**src/include/endpoint_defines.svh**
```systemverilog
`ifndef ENDPOINT_DEFINES_SVH
`define ENDPOINT_DEFINES_SVH

`define NUM_MSGS 4
`define CACHE_NUM_WORDS 128
`define CACHE_ADDR_W 9
`define REQ_FIFO_DEPTH 4

// Host address map
`define PKT_ID_BASE 32'h0000
`define TX_SEND_ADDR 32'h1004
`define STATUS_ADDR 32'h1008
`define TX_CACHE_BASE 32'h2000
`define RX_CACHE_BASE 32'h3000
`define REQ_FIFO_ADDR 32'h3400

// Header word fields
`define HDR_FMT_MSB 31
`define HDR_FMT_LSB 28
`define HDR_DEST_MSB 27
`define HDR_DEST_LSB 24
`define HDR_SRC_MSB 23
`define HDR_SRC_LSB 20
`define HDR_LEN_MSB 6
`define HDR_LEN_LSB 0

`endif

```
**src/rtl/chiplet_types_pkg.sv**
```systemverilog
package chiplet_types_pkg;
    typedef enum logic [3:0] {
        FMT_IDLE = 4'h0,
        FMT_MSG  = 4'h1,
        FMT_RESP = 4'h2
    } pkt_fmt_e;

    typedef struct packed {
        pkt_fmt_e    fmt;
        logic [3:0]  dest_id;
        logic [3:0]  src_id;
        logic [12:0] reserved;
        logic [6:0]  len;         // Payload words, header and check word not counted
    } pkt_header_t;

    typedef struct packed {
        logic [3:0] src_id;
        logic [6:0] len;
        logic [6:0] start_word;   // Word index of the first payload word in the receive cache
    } req_entry_t;
endpackage

```
**src/rtl/endpoint_ctrl_pkg.sv**
```systemverilog
package endpoint_ctrl_pkg;
    typedef enum logic [1:0] {
        TX_IDLE,
        TX_HEADER,
        TX_PAYLOAD,
        TX_CHECK
    } tx_state_e;

    typedef enum logic [1:0] {
        RX_IDLE,
        RX_PAYLOAD,
        RX_CHECK,
        RX_DROP
    } rx_state_e;
endpackage

```
**src/rtl/rx_engine.sv**
```systemverilog
`timescale 1ns/1ps
`include "endpoint_defines.svh"

module rx_engine
    import chiplet_types_pkg::*, endpoint_ctrl_pkg::*;
#(
    parameter logic [3:0] NODE_ID = 4'd0
) (
    input  logic                     clk,
    input  logic                     n_rst,
    input  logic [31:0]              rx_data,
    input  logic                     rx_valid,
    output logic                     cache_wen,
    output logic [`CACHE_ADDR_W-1:0] cache_addr,
    output logic [31:0]              cache_wdata,
    output req_entry_t               entry,
    output logic                     entry_push,
    output logic                     check_fail
);
    rx_state_e state;
    logic [6:0] wr_ptr;
    logic [6:0] pkt_start;
    logic [6:0] remaining;
    logic [31:0] chk;
    logic [3:0] src_id;
    logic [6:0] len;
    logic accept;

    assign accept = pkt_fmt_e'(rx_data[`HDR_FMT_MSB:`HDR_FMT_LSB]) == FMT_MSG &&
                    rx_data[`HDR_DEST_MSB:`HDR_DEST_LSB] == NODE_ID;

    always_ff @(posedge clk, negedge n_rst) begin
        if (!n_rst) begin
            state       <= RX_IDLE;
            wr_ptr      <= '0;
            pkt_start   <= '0;
            remaining   <= '0;
            chk         <= '0;
            src_id      <= '0;
            len         <= '0;
            cache_wen   <= 1'b0;
            cache_addr  <= '0;
            cache_wdata <= '0;
            entry       <= '0;
            entry_push  <= 1'b0;
            check_fail  <= 1'b0;
        end else begin
            cache_wen  <= 1'b0;
            entry_push <= 1'b0;
            check_fail <= 1'b0;
            if (rx_valid) begin
                case (state)
                    RX_IDLE: begin
                        remaining <= rx_data[`HDR_LEN_MSB:`HDR_LEN_LSB];
                        if (accept) begin
                            chk       <= rx_data;
                            src_id    <= rx_data[`HDR_SRC_MSB:`HDR_SRC_LSB];
                            len       <= rx_data[`HDR_LEN_MSB:`HDR_LEN_LSB];
                            pkt_start <= wr_ptr;
                            state     <= (rx_data[`HDR_LEN_MSB:`HDR_LEN_LSB] == '0) ?
                                         RX_CHECK : RX_PAYLOAD;
                        end else begin
                            state <= RX_DROP;  // Skips len payload words plus the check word
                        end
                    end
                    RX_PAYLOAD: begin
                        cache_wen   <= 1'b1;
                        cache_addr  <= {wr_ptr, 2'b00};
                        cache_wdata <= rx_data;
                        chk         <= chk ^ rx_data;
                        wr_ptr      <= wr_ptr + 1'b1;
                        remaining   <= remaining - 1'b1;
                        if (remaining == 7'd1) begin
                            state <= RX_CHECK;
                        end
                    end
                    RX_CHECK: begin
                        if (rx_data == chk) begin
                            entry      <= '{src_id: src_id, len: len, start_word: pkt_start};
                            entry_push <= 1'b1;
                        end else begin
                            check_fail <= 1'b1;
                            wr_ptr     <= pkt_start; // Next packet overwrites the bad one
                        end
                        state <= RX_IDLE;
                    end
                    RX_DROP: begin
                        if (remaining == '0) begin
                            state <= RX_IDLE;
                        end else begin
                            remaining <= remaining - 1'b1;
                        end
                    end
                    default: state <= RX_IDLE;
                endcase
            end
        end
    end
endmodule

```
**config.mk**
```make
export PLATFORM = sky130hd
export DESIGN_NAME = rx_engine
export DESIGN_NICKNAME = d
export VERILOG_FILES = /design/src/rtl/chiplet_types_pkg.sv /design/src/rtl/endpoint_ctrl_pkg.sv /design/src/rtl/rx_engine.sv
export VERILOG_INCLUDE_DIRS = /design/src /design/src/include
export SDC_FILE = /design/constraint.sdc
export NUM_CORES = 1
export LEC_CHECK = 0
export ABC_AREA = 1
export BUFFER_PORTS_ARGS = -buffer_cell sky130_fd_sc_hd__buf_2
export CORE_AREA = 2 2 145 147
export CTS_CLUSTER_SIZE = 16
export DETAILED_ROUTE_END_ITERATION = 8
export DIE_AREA = 0 0 147 149
export GPL_TIMING_DRIVEN = 0
export HOLD_SLACK_MARGIN = 0.06
export SLEW_MARGIN = 5
export SYNTH_ARGS = -nofsm -noshare
export SYNTH_HDL_FRONTEND = slang
export SYNTH_SLANG_ARGS = --single-unit
```
**constraint.sdc**
```tcl
create_clock -name clk -period 1.95 [get_ports clk]
set_clock_uncertainty 0.1 [all_clocks]
set_input_delay 0.2925 -clock clk [delete_from_list [all_inputs] [get_ports clk]]
set_output_delay 0.2925 -clock clk [all_outputs]
set_load 0.005 [all_outputs]
```
## Word level (Yosys, flattened, before mapping)

Cells that the tools add are included.

- Equal/unequal tests: 11
- Multiplexer cells: 19
- Reductions and logical operators: 15
- Bitwise gates (word level): 1
- $add $sub $neg: 2

Operators by type and width:

| operator | number |
|---|---|
| $pmux 32 s2 | 1 |
| $eq 32x32->1 | 1 |
| $mux 32 | 1 |
| $xor 32x32->32 | 1 |
| $pmux 7 s3 | 1 |
| $reduce_and 3->1 | 6 |
| $logic_not 7->1 | 2 |
| $mux 7 | 2 |
| $pmux 7 s2 | 1 |
| $ne 2x2->1 const B | 5 |
| $mux 1 | 8 |
| $mux 2 | 4 |
| $pmux 2 s4 | 1 |
| $add 7x1->7 const B | 1 |
| $eq 7x1->1 const B | 1 |
| $sub 7x1->7 const B | 1 |
| $eq 2x2->1 const B | 2 |
| $eq 4x1->1 const B | 1 |
| $logic_not 4->1 | 1 |
| $reduce_bool 2->1 | 2 |
| $reduce_bool 3->1 | 1 |
| $eq 2x1->1 const B | 1 |
| $logic_not 2->1 | 1 |
| $reduce_and 2->1 | 1 |
| $logic_and 1x1->1 | 1 |

- Bits of input ports: 35
- Output and inout bits: 62
- Register bits after elaboration: 126

## Longest topological paths before layout

Gate-level depths: netlist (run 1).

- Depth after elaboration: 4
- Mapped depth: 12
- Gate-level depth less buffers: 11

## Worst setup path before layout (run 1)

No wires, ideal clock.

- Path kind: reg-to-reg
- Start: register remaining[0]
- End: register remaining[6]
- Arrival: 1356 ps
- Cell stages (with the launch flop): 9
- Required time: 1767 ps
- Path slack: 412 ps
- Clock period less this slack: 1538 ps
- Library setup time: 83 ps
- Path through: dfrtp_1 > inv_1 > ha_1 > nand2_1 > nor3_1 > nor3_1 > buf_2 > o211ai_1 > o21ai_0

- Cells in the longest elaborated chain, start to end: 3

RTL lines:

| item | RTL line | text |
|---|---|---|
| start, declared | rx_engine.sv:23 | `logic [6:0] remaining;` |
| start signal, assigned | rx_engine.sv:54 | `` remaining <= rx_data[`HDR_LEN_MSB:`HDR_LEN_LSB]; `` |
| start signal, assigned | rx_engine.sv:72 | `remaining <= remaining - 1'b1;` |
| start signal, assigned | rx_engine.sv:91 | `remaining <= remaining - 1'b1;` |
| $sub 7x1->7 / $logic_not 7->1 (equally long branches) | rx_engine.sv:72, rx_engine.sv:91, rx_engine.sv:88 |  |
| $mux 7 / $ne 2x2->1 (equally long branches) | -- |  |
| $pmux 7 s3 / $reduce_and 3->1 (equally long branches) | -- |  |

Parallel ways exist; a longest one is shown, timed or not. The select of a mux whose other input is x is not followed.
A chain may end at the register's enable or synchronous reset.

## Final worst setup path (run 1)

- Start: input port rx_data[16]
- End: register entry[14] (netlist bit)

- Cells in the longest elaborated chain, start to end: 2

RTL lines:

| item | RTL line | text |
|---|---|---|
| start, declared | rx_engine.sv:11 | `input logic [31:0] rx_data,` |
| $eq 32x32->1 | rx_engine.sv:78 | `if (rx_data == chk) begin` |
| $reduce_and 3->1 (no line) | -- |  |
| end signal, assigned | rx_engine.sv:79 | `entry <= '{src_id: src_id, len: len, start_word: pkt_start};` |
| end, declared | rx_engine.sv:16 | `output req_entry_t entry,` |

Every way passes these cells.

==> out/summary.txt, run 1 <==
Outcome: finished clean
EDFF count, synth: 0
P_int: 0.006657 W
Reg2reg path depth: 9
Yosys top cell area share: 52.18%
Wire per inst: 14.66 um
Ys async rst share: 100.0%
Clock latency on the worst-skew pair: 0.42 ns
Clock buffer count from CTS: 17
Initial Utilization: 29.39%
Max Slew Vio Count: 0
Port bufs: 94
Fin nets: 904
Initial antenna violation count: 1
Total of max-cap violations: 0
Leak: 3.829 nW
Synth Flop Type: dfrtp_1
VDD IR-drop max: 0.6907 mV
Ports: 97
Total gr overflow: 0
Clock power frac: 31.1%
Max H-tree Level: 4
Antenna Violating Nets Remaining: 0
# clock sinks: 126
Minimum clock period: 1.836 ns
Residual DRC: 0
First-pass GRT wire length: 27.12 mm
Largest net degree at the start of global routing: 80
Placer's final routability congestion estimate: 0.8071
Highest-count cells in the layout ignoring fill and taps: nand2_1 (267), dfrtp_1 (126), buf_2 (106)
Via density: 4.621
Routed vias: 5,333
Final Power: 0.01029 W
Die extent in x: 147 um
All-Layer GR Usage: 15.96%
Crit share post-route: 94.14%
Mapped Area: 0.006042 sq mm
Syn-to-layout area delta: 26.03%
Final Hold Fails: 0
Post-Route WL: 16.92 mm
R2R setup slack: 0.15 ns
# rows: 53
Unique masters post-synth: 30
DP HPWL: 12.48 mm
Yosys synthesis warning count: 0
TritonRoute pass-1 iters: 5
Reg clk slew, reported paths: 0.05 ns
Root Buffer: clkbuf_16
Hold Path Class: primary input to register
Arr. time, crit path: 2.09 ns
Critical Path RT: 2.21 ns
Max Buffers Root-to-Sink: 2
Kind of critical path: primary input to register
Reg2reg end: entry[14]
P_sw: 0.003636 W
Sequential share of power: 38.7%
Met2 usage: 24.58%
Worst hold stages: 3
Hold path start: rx_data[12]
Die height: 149 um
Avg Cell Area, Syn: 8.132 sq um
Fmax: 544.7 MHz
Leading cell type in the layout, fill and taps excluded: nand2_1
Final setup fails: 0
Area leader, netlist: dfrtp_1
Vias in the first global route: 5,077
Combinational power share: 30.2%
Worst setup SP type: primary input
Cells after synthesis: 743
Switching portion of total power: 35.32%
Met3 Usage GRT: 3.792%
Setup WS pre-CTS: -0.03432 ns
Final WS setup: 0.1142 ns
CTS tree: yes
Critical path endpoint category: register
RSZ-0062 raised after global routing: yes
Die Area: 0.02190 sq mm
Reg-to-reg startpoint: state[0]
Post-synthesis sequential area ratio: 52.18%
PwrDens: 1352 mW/mm^2
Grt met1 use: 22.14%
Main area contributors after synthesis: dfrtp_1 (52%), nand2_1 (17%), o21ai_0 (5.9%)
Crit Path Max Fanout: 10
Busiest grt layer: met2
Initial DRC count: 393
Synthesized flop and latch total: 126
Core area: 0.02056 sq mm
WHS Endpoint: chk[12]
Layout cells sized above 1: 22.44%
-- repair_timing --
action                     4_1_cts  5_1_grt
pin swaps                        0        3
hold endpoints to repair        50        0
resized for setup                1       26
setup endpoints to repair       10       54
hold buffers                     4        0
buffers inserted                 0        3
-- layout make-up --
class	instances	area, sq um
Fill cell	2151	12940
Sequential cell	126	3153
Multi-Input combinational cell	502	2426
Timing Repair Buffer	102	566.8
Clock buffer	19	432.9
Tap cell	275	344.1
Inverter	83	316.6
Buffer	33	206.4
Clock inverter	13	166.4
Antenna cell	1	2.502
-- per-stage QoR --
step | hold slack, ns | instances | setup TNS (ns) | util, % | area, sq um
5_1_grt | 0.07225 | 1154 | -0.003406 | 37.04 | 7615
6_report | 0.07290 | 1154 | 0 | 37.04 | 7615
2_1_floorplan | -0.1031 | 744 | 0 | - | 6046
3_3_place_gp | 0.3616 | 1113 | -164.86 | 33.37 | 6860
3_5_place_dp | 0.1671 | 1114 | -0.1628 | 33.54 | 6894
4_1_cts | 0.06093 | 1150 | 0 | 36.65 | 7535
-- critical path, stage by stage --
cell and delay (ns):
dlygate4sd3_1 0.54, buf_2 0.15, xnor2_2 0.16, nand2_1 0.09, nor2_1 0.10, nand2_1 0.09
nor2_4 0.18, nand3_4 0.15, clkinv_4 0.11, buf_12 0.14, nand2_2 0.05, nand2_1 0.05
-- registers in the layout, indices dropped and copies added (netlist names) --
name         cells
state            2
pkt_start        7
wr_ptr           7
len              7
entry           18
cache_addr       7
entry_push       1
remaining        7
chk             32
check_fail       1
cache_wdata     32
src_id           4
cache_wen        1
-- worst max-delay path by stage --
stage / endpoint / startpoint / slack [ns] / cells past startpoint
finish: entry[14] / rx_data[16] / 0.11 / 12
global route: entry[14] / state[0] / -0.003 / 9
CTS: wr_ptr[2] / rx_data[16] / 0.06 / 10
detailed placement: cache_addr[6] / state[0] / -0.03 / 8
global placement: cache_wdata[15] / n_rst / -1.32 / 1
floorplan: remaining[6] / remaining[0] / 0.41 / 8
-- power by group through the flow --
| stage | logic, W | registers (W) | clock network [W] |
|---|---|---|---|
| finish | 0.00311 | 0.00398 | 0.00320 |
| global placement | 0.00301 | 0.00399 | 0 |
| detailed placement | 0.00308 | 0.00400 | 0 |
| CTS | 0.00310 | 0.00397 | 0.00327 |
| floorplan | 0.00195 | 0.00394 | 0 |
| global route | 0.00357 | 0.00409 | 0.00340 |
-- cells in the mapped netlist (all sizes together) (2+ instances only) --
cell type,n
o31ai,2
buf,23
nand3,25
xnor2,5
nor3,3
ha,4
xor2,4
inv,82
a21oi,3
clkbuf,10
nand4,4
o21a,4
o211ai,37
nand2,279
o21ai,105
nor2,23
dfrtp,126
-- cell families after synthesis --
kind of cell    count (synthesis)  share of synthesized area [%]
simple gates                  334                          22.90
compound gates                153                          14.52
flops                         126                          52.18
buf+inv                       116                          8.200
xor+xnor                        9                          1.305
fa+ha+maj                       4                         0.8284
other cells                     1                        0.06207
-- routing by layer --
layer | up-vias | part of all wire, %
met1 | 2540 | 47
met4 | 0 | 1.6
li1 | 2636 | -
met2 | 139 | 46
met5 | - | 0
met3 | 18 | 5.2
(Power assumes the default switching activity.)
==> run 2: changes to the inputs <==
Clock period 1.95 ns to 1.85 ns, I/O delays scaled along.
==> run 2 against run 1 <==
  * Via count grew 0.64%
  * Routed wire length grew 2.1%
  * Final area grew 3.1%
  * Sequential power grew 6.0%
  * Global-route usage grew 0.11 points
  * Non-clock buffer count grew 12
  * Setup slack lost 0.014 ns
  * Worst hold slack lost 0.0035 ns
  * Total power grew 7.5%
  * Critical path type is now register to register
  * Critical endpoint is now entry[15]
  * Largest cell class unchanged
  * Largest power group unchanged
==> out/summary.txt, run 2 (synthesized netlist as in run 1, its figures left out) <==
Arr. time, crit path: 2.01 ns
Fmax: 571.6 MHz
# clock sinks: 126
Reg area: 0.003153 sq mm
Inst Count DP: 1,114
Core area: 0.02056 sq mm
Cell chain of the critical path: xnor2_2, nand2_1, nor2_4, nand2_2, nor2_4, nand3_4, clkinv_4, clkbuf_16, nand2_2, nand2_1
Total gr overflow: 0
Switching portion of total power: 35.54%
Max Slew Vio Count: 0
Port bufs: 94
Hold Path Class: primary input to register
Layout cells sized above 1: 24.27%
Kind of critical path: register to register
Die extent in x: 147 um
CP peak stage delay: 0.40 ns
Critical Path RT: 2.11 ns
Routed vias: 5,367
Reg clk slew, reported paths: 0.06 ns
Final Power: 0.01106 W
DP HPWL: 12.48 mm
Leak: 3.937 nW
Hold path start: rx_data[27]
Reg2reg end: entry[15]
# rows: 53
Outcome: finished clean
Slowest CP cell: dfrtp_1
Reg-to-reg startpoint: chk[28]
Initial DRC count: 328
PwrDens: 1409 mW/mm^2
Sequential share of power: 38.2%
Clock latency on the worst-skew pair: 0.42 ns
R2R setup slack: 0.10 ns
Highest-count cells in the layout ignoring fill and taps: nand2_1 (257), dfrtp_1 (126), buf_2 (97)
WHS Endpoint: chk[27]
P_sw: 0.003931 W
Residual DRC: 0
Max Buffers Root-to-Sink: 2
FILL cells: 2,133
Syn-to-layout area delta: 29.94%
Leading cell type in the layout, fill and taps excluded: nand2_1
Wire per inst: 14.82 um
VDD IR-drop max: 0.7829 mV
Via density: 4.603
Max H-tree Level: 4
Clock buffer count from CTS: 17
CTS tree: yes
Top flop regs: cache_wdata: 32 flops, chk: 32 flops, entry: 18 flops
Initial Utilization: 29.39%
Post-Route WL: 17.28 mm
Area of the multi-input gates: 0.002491 sq mm
Die height: 149 um
Final Hold Fails: 0
Placer's final routability congestion estimate: 0.8071
Initial antenna violation count: 1
Antenna Violating Nets Remaining: 0
Crit Path Max Fanout: 7
Combinational power share: 31.2%
Worst setup SP type: register
Vias in the first global route: 5,126
Worst hold stages: 3
Final setup fails: 0
Minimum clock period: 1.749 ns
Die Area: 0.02190 sq mm
TritonRoute pass-1 iters: 4
Total of max-cap violations: 0
Cell Count, Final, Fillers Out: 1,166
Reg2reg path depth: 10
Critical path endpoint category: register
Ports: 97
Root Buffer: clkbuf_16
Fin nets: 916
Clock power frac: 30.6%
Largest net degree at the start of global routing: 80
P_int: 0.007129 W
First-pass GRT wire length: 27.32 mm
All-Layer GR Usage: 16.07%
Crit share post-route: 94.56%
## run 2: changes by cell type in the layout (fill, tap and decap cells not counted), moves of 3 or more
cell	previous run	this run
nand2_1	267	257
buf_2	106	97
dlygate4sd3_1	4	13
nand2_2	11	20
inv_1	67	62
inv_2	15	20
buf_4	11	15
clkbuf_4	0	3
dlymetal6s4s_1	0	3
nor2_4	3	6
## run 2: power by group through the flow
stage	logic, W	registers (W)	clock network, W
global route	0.00395	0.00434	0.00358
floorplan	0.00206	0.00415	0
finish	0.00346	0.00422	0.00338
global placement	0.00317	0.00420	0
CTS	0.00329	0.00418	0.00344
detailed placement	0.00325	0.00421	0
## run 2: layer usage
metal,vias up,GRT usage (%),part of all wire [%]
li1,2664,-,-
met1,2579,22.12,47
met2,110,25.02,47
met3,14,3.792,4.8
met4,0,5.481,1.1
met5,-,0,0
## run 2: final cells by class
cell class	count	area share, %
timing repair buffer	114	9.195
tap	275	4.382
buffer	33	2.837
multi-input combinational	502	31.73
clock inverter	13	2.120
clock buffer	19	5.514
sequential	126	40.16
inverter	83	4.032
antenna	1	0.03187
## run 2: worst max path at each step
stage | startpoint | endpoint | slack, ns | cells past startpoint
after global routing | remaining[0] | remaining[6] | -0.03 | 8
after CTS | remaining[0] | remaining[6] | 0.003 | 8
after floorplan | remaining[0] | remaining[6] | 0.31 | 8
after global placement | n_rst | cache_wdata[15] | -1.40 | 1
after detailed placement | state[0] | cache_addr[6] | -0.13 | 8
final | chk[28] | entry[15] | 0.10 | 10
## run 2: per-stage QoR
stage                     setup slack, ns  utilization (%)  area, sq um  hold slack (ns)  TNS, ns
after floorplan                    0.3117                -         6046          -0.1181        0
after global placement             -1.404            33.37         6860           0.3616  -178.20
after detailed placement          -0.1343            33.54         6894           0.1521   -3.384
after CTS                        0.002622            37.24         7656          0.06040        0
after global routing             -0.03067            38.19         7851          0.06822  -0.2136
final                              0.1006            38.19         7851          0.06937        0
## run 2: worst max-delay path, delay by kind of cell, from the launching register on
kind                      cells  cell delay, ns
and+or+nand+nor               7            0.72
DFF                           1            0.40
xor gates and xnor gates      1            0.18
buffers and inverters         2            0.27
## run 2: what timing repair did
item / in CTS / in global routing
hold buffers: 16 / 0
endpoints found under the hold margin: 63 / 0
setup buffers: 0 / 6
setup endpoints to repair: 13 / 86
resized for setup: 2 / 58
gates cloned: 0 / 2
pin swaps: 0 / 17
==> run 3: changes to the inputs <==
Settings changed: CORE_AREA 2 2 145 147 to 2 2 106 108, DIE_AREA 0 0 147 149 to 0 0 108 110, PLACE_DENSITY set to 0.8, RECOVER_POWER set to 100.
==> run 3 against run 2 <==
  * Register-to-register slack got worse by 0.02 ns
  * Sequential cell count did not move
  * First-iteration DRC count rose by 63%
  * Critical path depth rose by 3
  * Via count rose by 11%
  * Die area fell by 46%
  * Cell count fell by 8.7%
  * Worst hold slack improved by 0.069 ns
  * Fmax fell by 3.9%
==> out/summary.txt, run 3 (synthesized netlist as in run 1, its figures left out) <==
Total of max-cap violations: 0
Fmax: 549.4 MHz
Die Area: 0.01188 sq mm
Vias in the first global route: 5,648
Minimum clock period: 1.820 ns
DP HPWL: 11.36 mm
Initial DRC count: 535
Final WS setup: 0.02968 ns
Highest-count cells in the layout ignoring fill and taps: nand2_1 (259), dfrtp_1 (126), o21ai_0 (69)
Final setup fails: 0
Via density: 5.594
Root Buffer: clkbuf_8
Crit Path Max Fanout: 6
Most used cell, CP: nand2_1
Leading cell type in the layout, fill and taps excluded: nand2_1
Total gr overflow: 0
Die extent in x: 108 um
Ports: 97
Slew HR: 50.38%
VDD IR-drop max: 0.7238 mV
Clock latency on the worst-skew pair: 0.53 ns
Initial Utilization: 56.48%
PwrDens: 1428 mW/mm^2
Die height: 110 um
Reg clk slew, reported paths: 0.06 ns
Arr. time, crit path: 2.14 ns
Inserted Diodes: 0
Layout cells sized above 1: 21.54%
Final Hold Fails: 0
Fin nets: 950
Routed vias: 5,952
All-Layer GR Usage: 29.82%
Post-Route WL: 17.40 mm
Max Slew Vio Count: 0
Kind of critical path: primary input to register
CTS tree: yes
First-pass GRT wire length: 27.15 mm
Cell chain of the critical path: dlygate4sd3_1, buf_2, inv_4, nand2_1, nand2_1, nand2_1, nor2_2, nand2_2, nor2_4, nand3_4, buf_4, nand2_1, nand2_1
TritonRoute pass-1 iters: 5
WHS: 0.1386 ns
Initial antenna violation count: 0
Crit share post-route: 98.40%
Worst setup SP type: primary input
Port bufs: 94
Top flop regs: cache_wdata: 32 flops, chk: 32 flops, entry: 18 flops
Setup WS pre-CTS: -0.1308 ns
Critical Path RT: 2.17 ns
Least-Margin Pin Slew: 0.7444 ns
CP peak stage delay: 0.55 ns
Outcome: finished clean
Hold Path Class: primary input to register
Placer's final routability congestion estimate: 0.8851
Top delay family on crit path: buffers and inverters
CP Buf/Inv Count: 4
Core area: 0.01070 sq mm
Residual DRC: 0
Slowest CP cell: dlygate4sd3_1
Syn-to-layout area delta: 32.33%
# clock sinks: 126
Leak: 3.987 nW
Antenna Violating Nets Remaining: 0
Clock buffer count from CTS: 17
Largest net degree at the start of global routing: 100
Max Buffers Root-to-Sink: 2
Max H-tree Level: 4
Critical path endpoint category: register
# rows: 38
Wire per inst: 16.35 um
run 3: cell count changes in the layout (fill, tap and decap cells not counted), sizes merged:
| cell | delta |
|---|---|
| buf | -27 |
| bufinv | +2 |
| clkinv | -3 |
| diode | -1 |
| clkinvlp | -1 |
| inv | +2 |
| dlygate4sd3 | +26 |
| clkbuf | +35 |
run 3: metrics by stage:
stage,std cells,util (%),area (sq um),total power (W),TNS (ns)
after global routing,1064,74.74,7995,0.01207,-0.5764
after global placement,978,62.55,6691,0.007212,-146.94
final,1064,74.74,7995,0.01142,0
after detailed placement,979,62.87,6725,0.007406,-0.9714
after CTS,1053,73.01,7810,0.01121,0
after floorplan,744,-,6046,0.006208,0
run 3: cell type report:
| cell class | instances | area [sq um] |
|---|---|---|
| buffer | 33 | 222.7 |
| tap | 140 | 175.2 |
| clock buffer | 19 | 441.7 |
| inverter | 83 | 326.6 |
| sequential | 126 | 3153 |
| clock inverter | 13 | 210.2 |
| fill | 782 | 2703 |
| timing repair buffer | 148 | 993.5 |
| multi-input combinational | 502 | 2472 |
run 3: worst paths after layout:
path	to	slack [ns]	cells past startpoint	startpoint
worst max-delay path	entry[15]	0.03	13	rx_data[21]
worst min-delay path	chk[30]	0.14	6	rx_data[30]
worst max register to register	entry[15]	0.08	11	chk[2]
worst min register to register	entry[11]	0.38	2	len[4]
max in group asynchronous	entry[1]	0.25	3	n_rst
min in group asynchronous	entry[12]	0.24	2	n_rst
run 3: per-layer routing:
layer	global-route usage (%)	up-vias	share of wire, %
li1	-	2729	-
met1	37.02	2865	40
met2	49.42	294	51
met3	6.114	64	6.4
met4	16.03	0	3.2
met5	0	-	0
run 3: worst reg2reg max path, cell delays in order (launching register included):
cell and delay, ns:
dfrtp_1 0.39, inv_1 0.09, nand2_1 0.08, nand2_2 0.08
nand2_1 0.07, nor2_1 0.10, nand2_1 0.09, nor2_4 0.17
nand3_4 0.17, buf_4 0.21, nand2_1 0.06, nand2_1 0.05
run 3: where the power goes:
| group | switching [W] | total [W] | leakage [nW] | internal, W |
|---|---|---|---|---|
| logic | 0.00216 | 0.00349 | 2.05 | 0.00133 |
| clock network | 0.00129 | 0.00370 | 0.315 | 0.00240 |
| registers | 0.000579 | 0.00423 | 1.63 | 0.00365 |
| total | 0.00403 | 0.0114 | 3.99 | 0.00739 |
run 3: timing repair:
action,in CTS,in global routing
pin swaps,0,17
resized for setup,5,61
endpoints found under the hold margin,193,0
endpoints found under the setup margin,20,94
gates cloned,0,3
buffers inserted,0,14
hold buffers,42,0
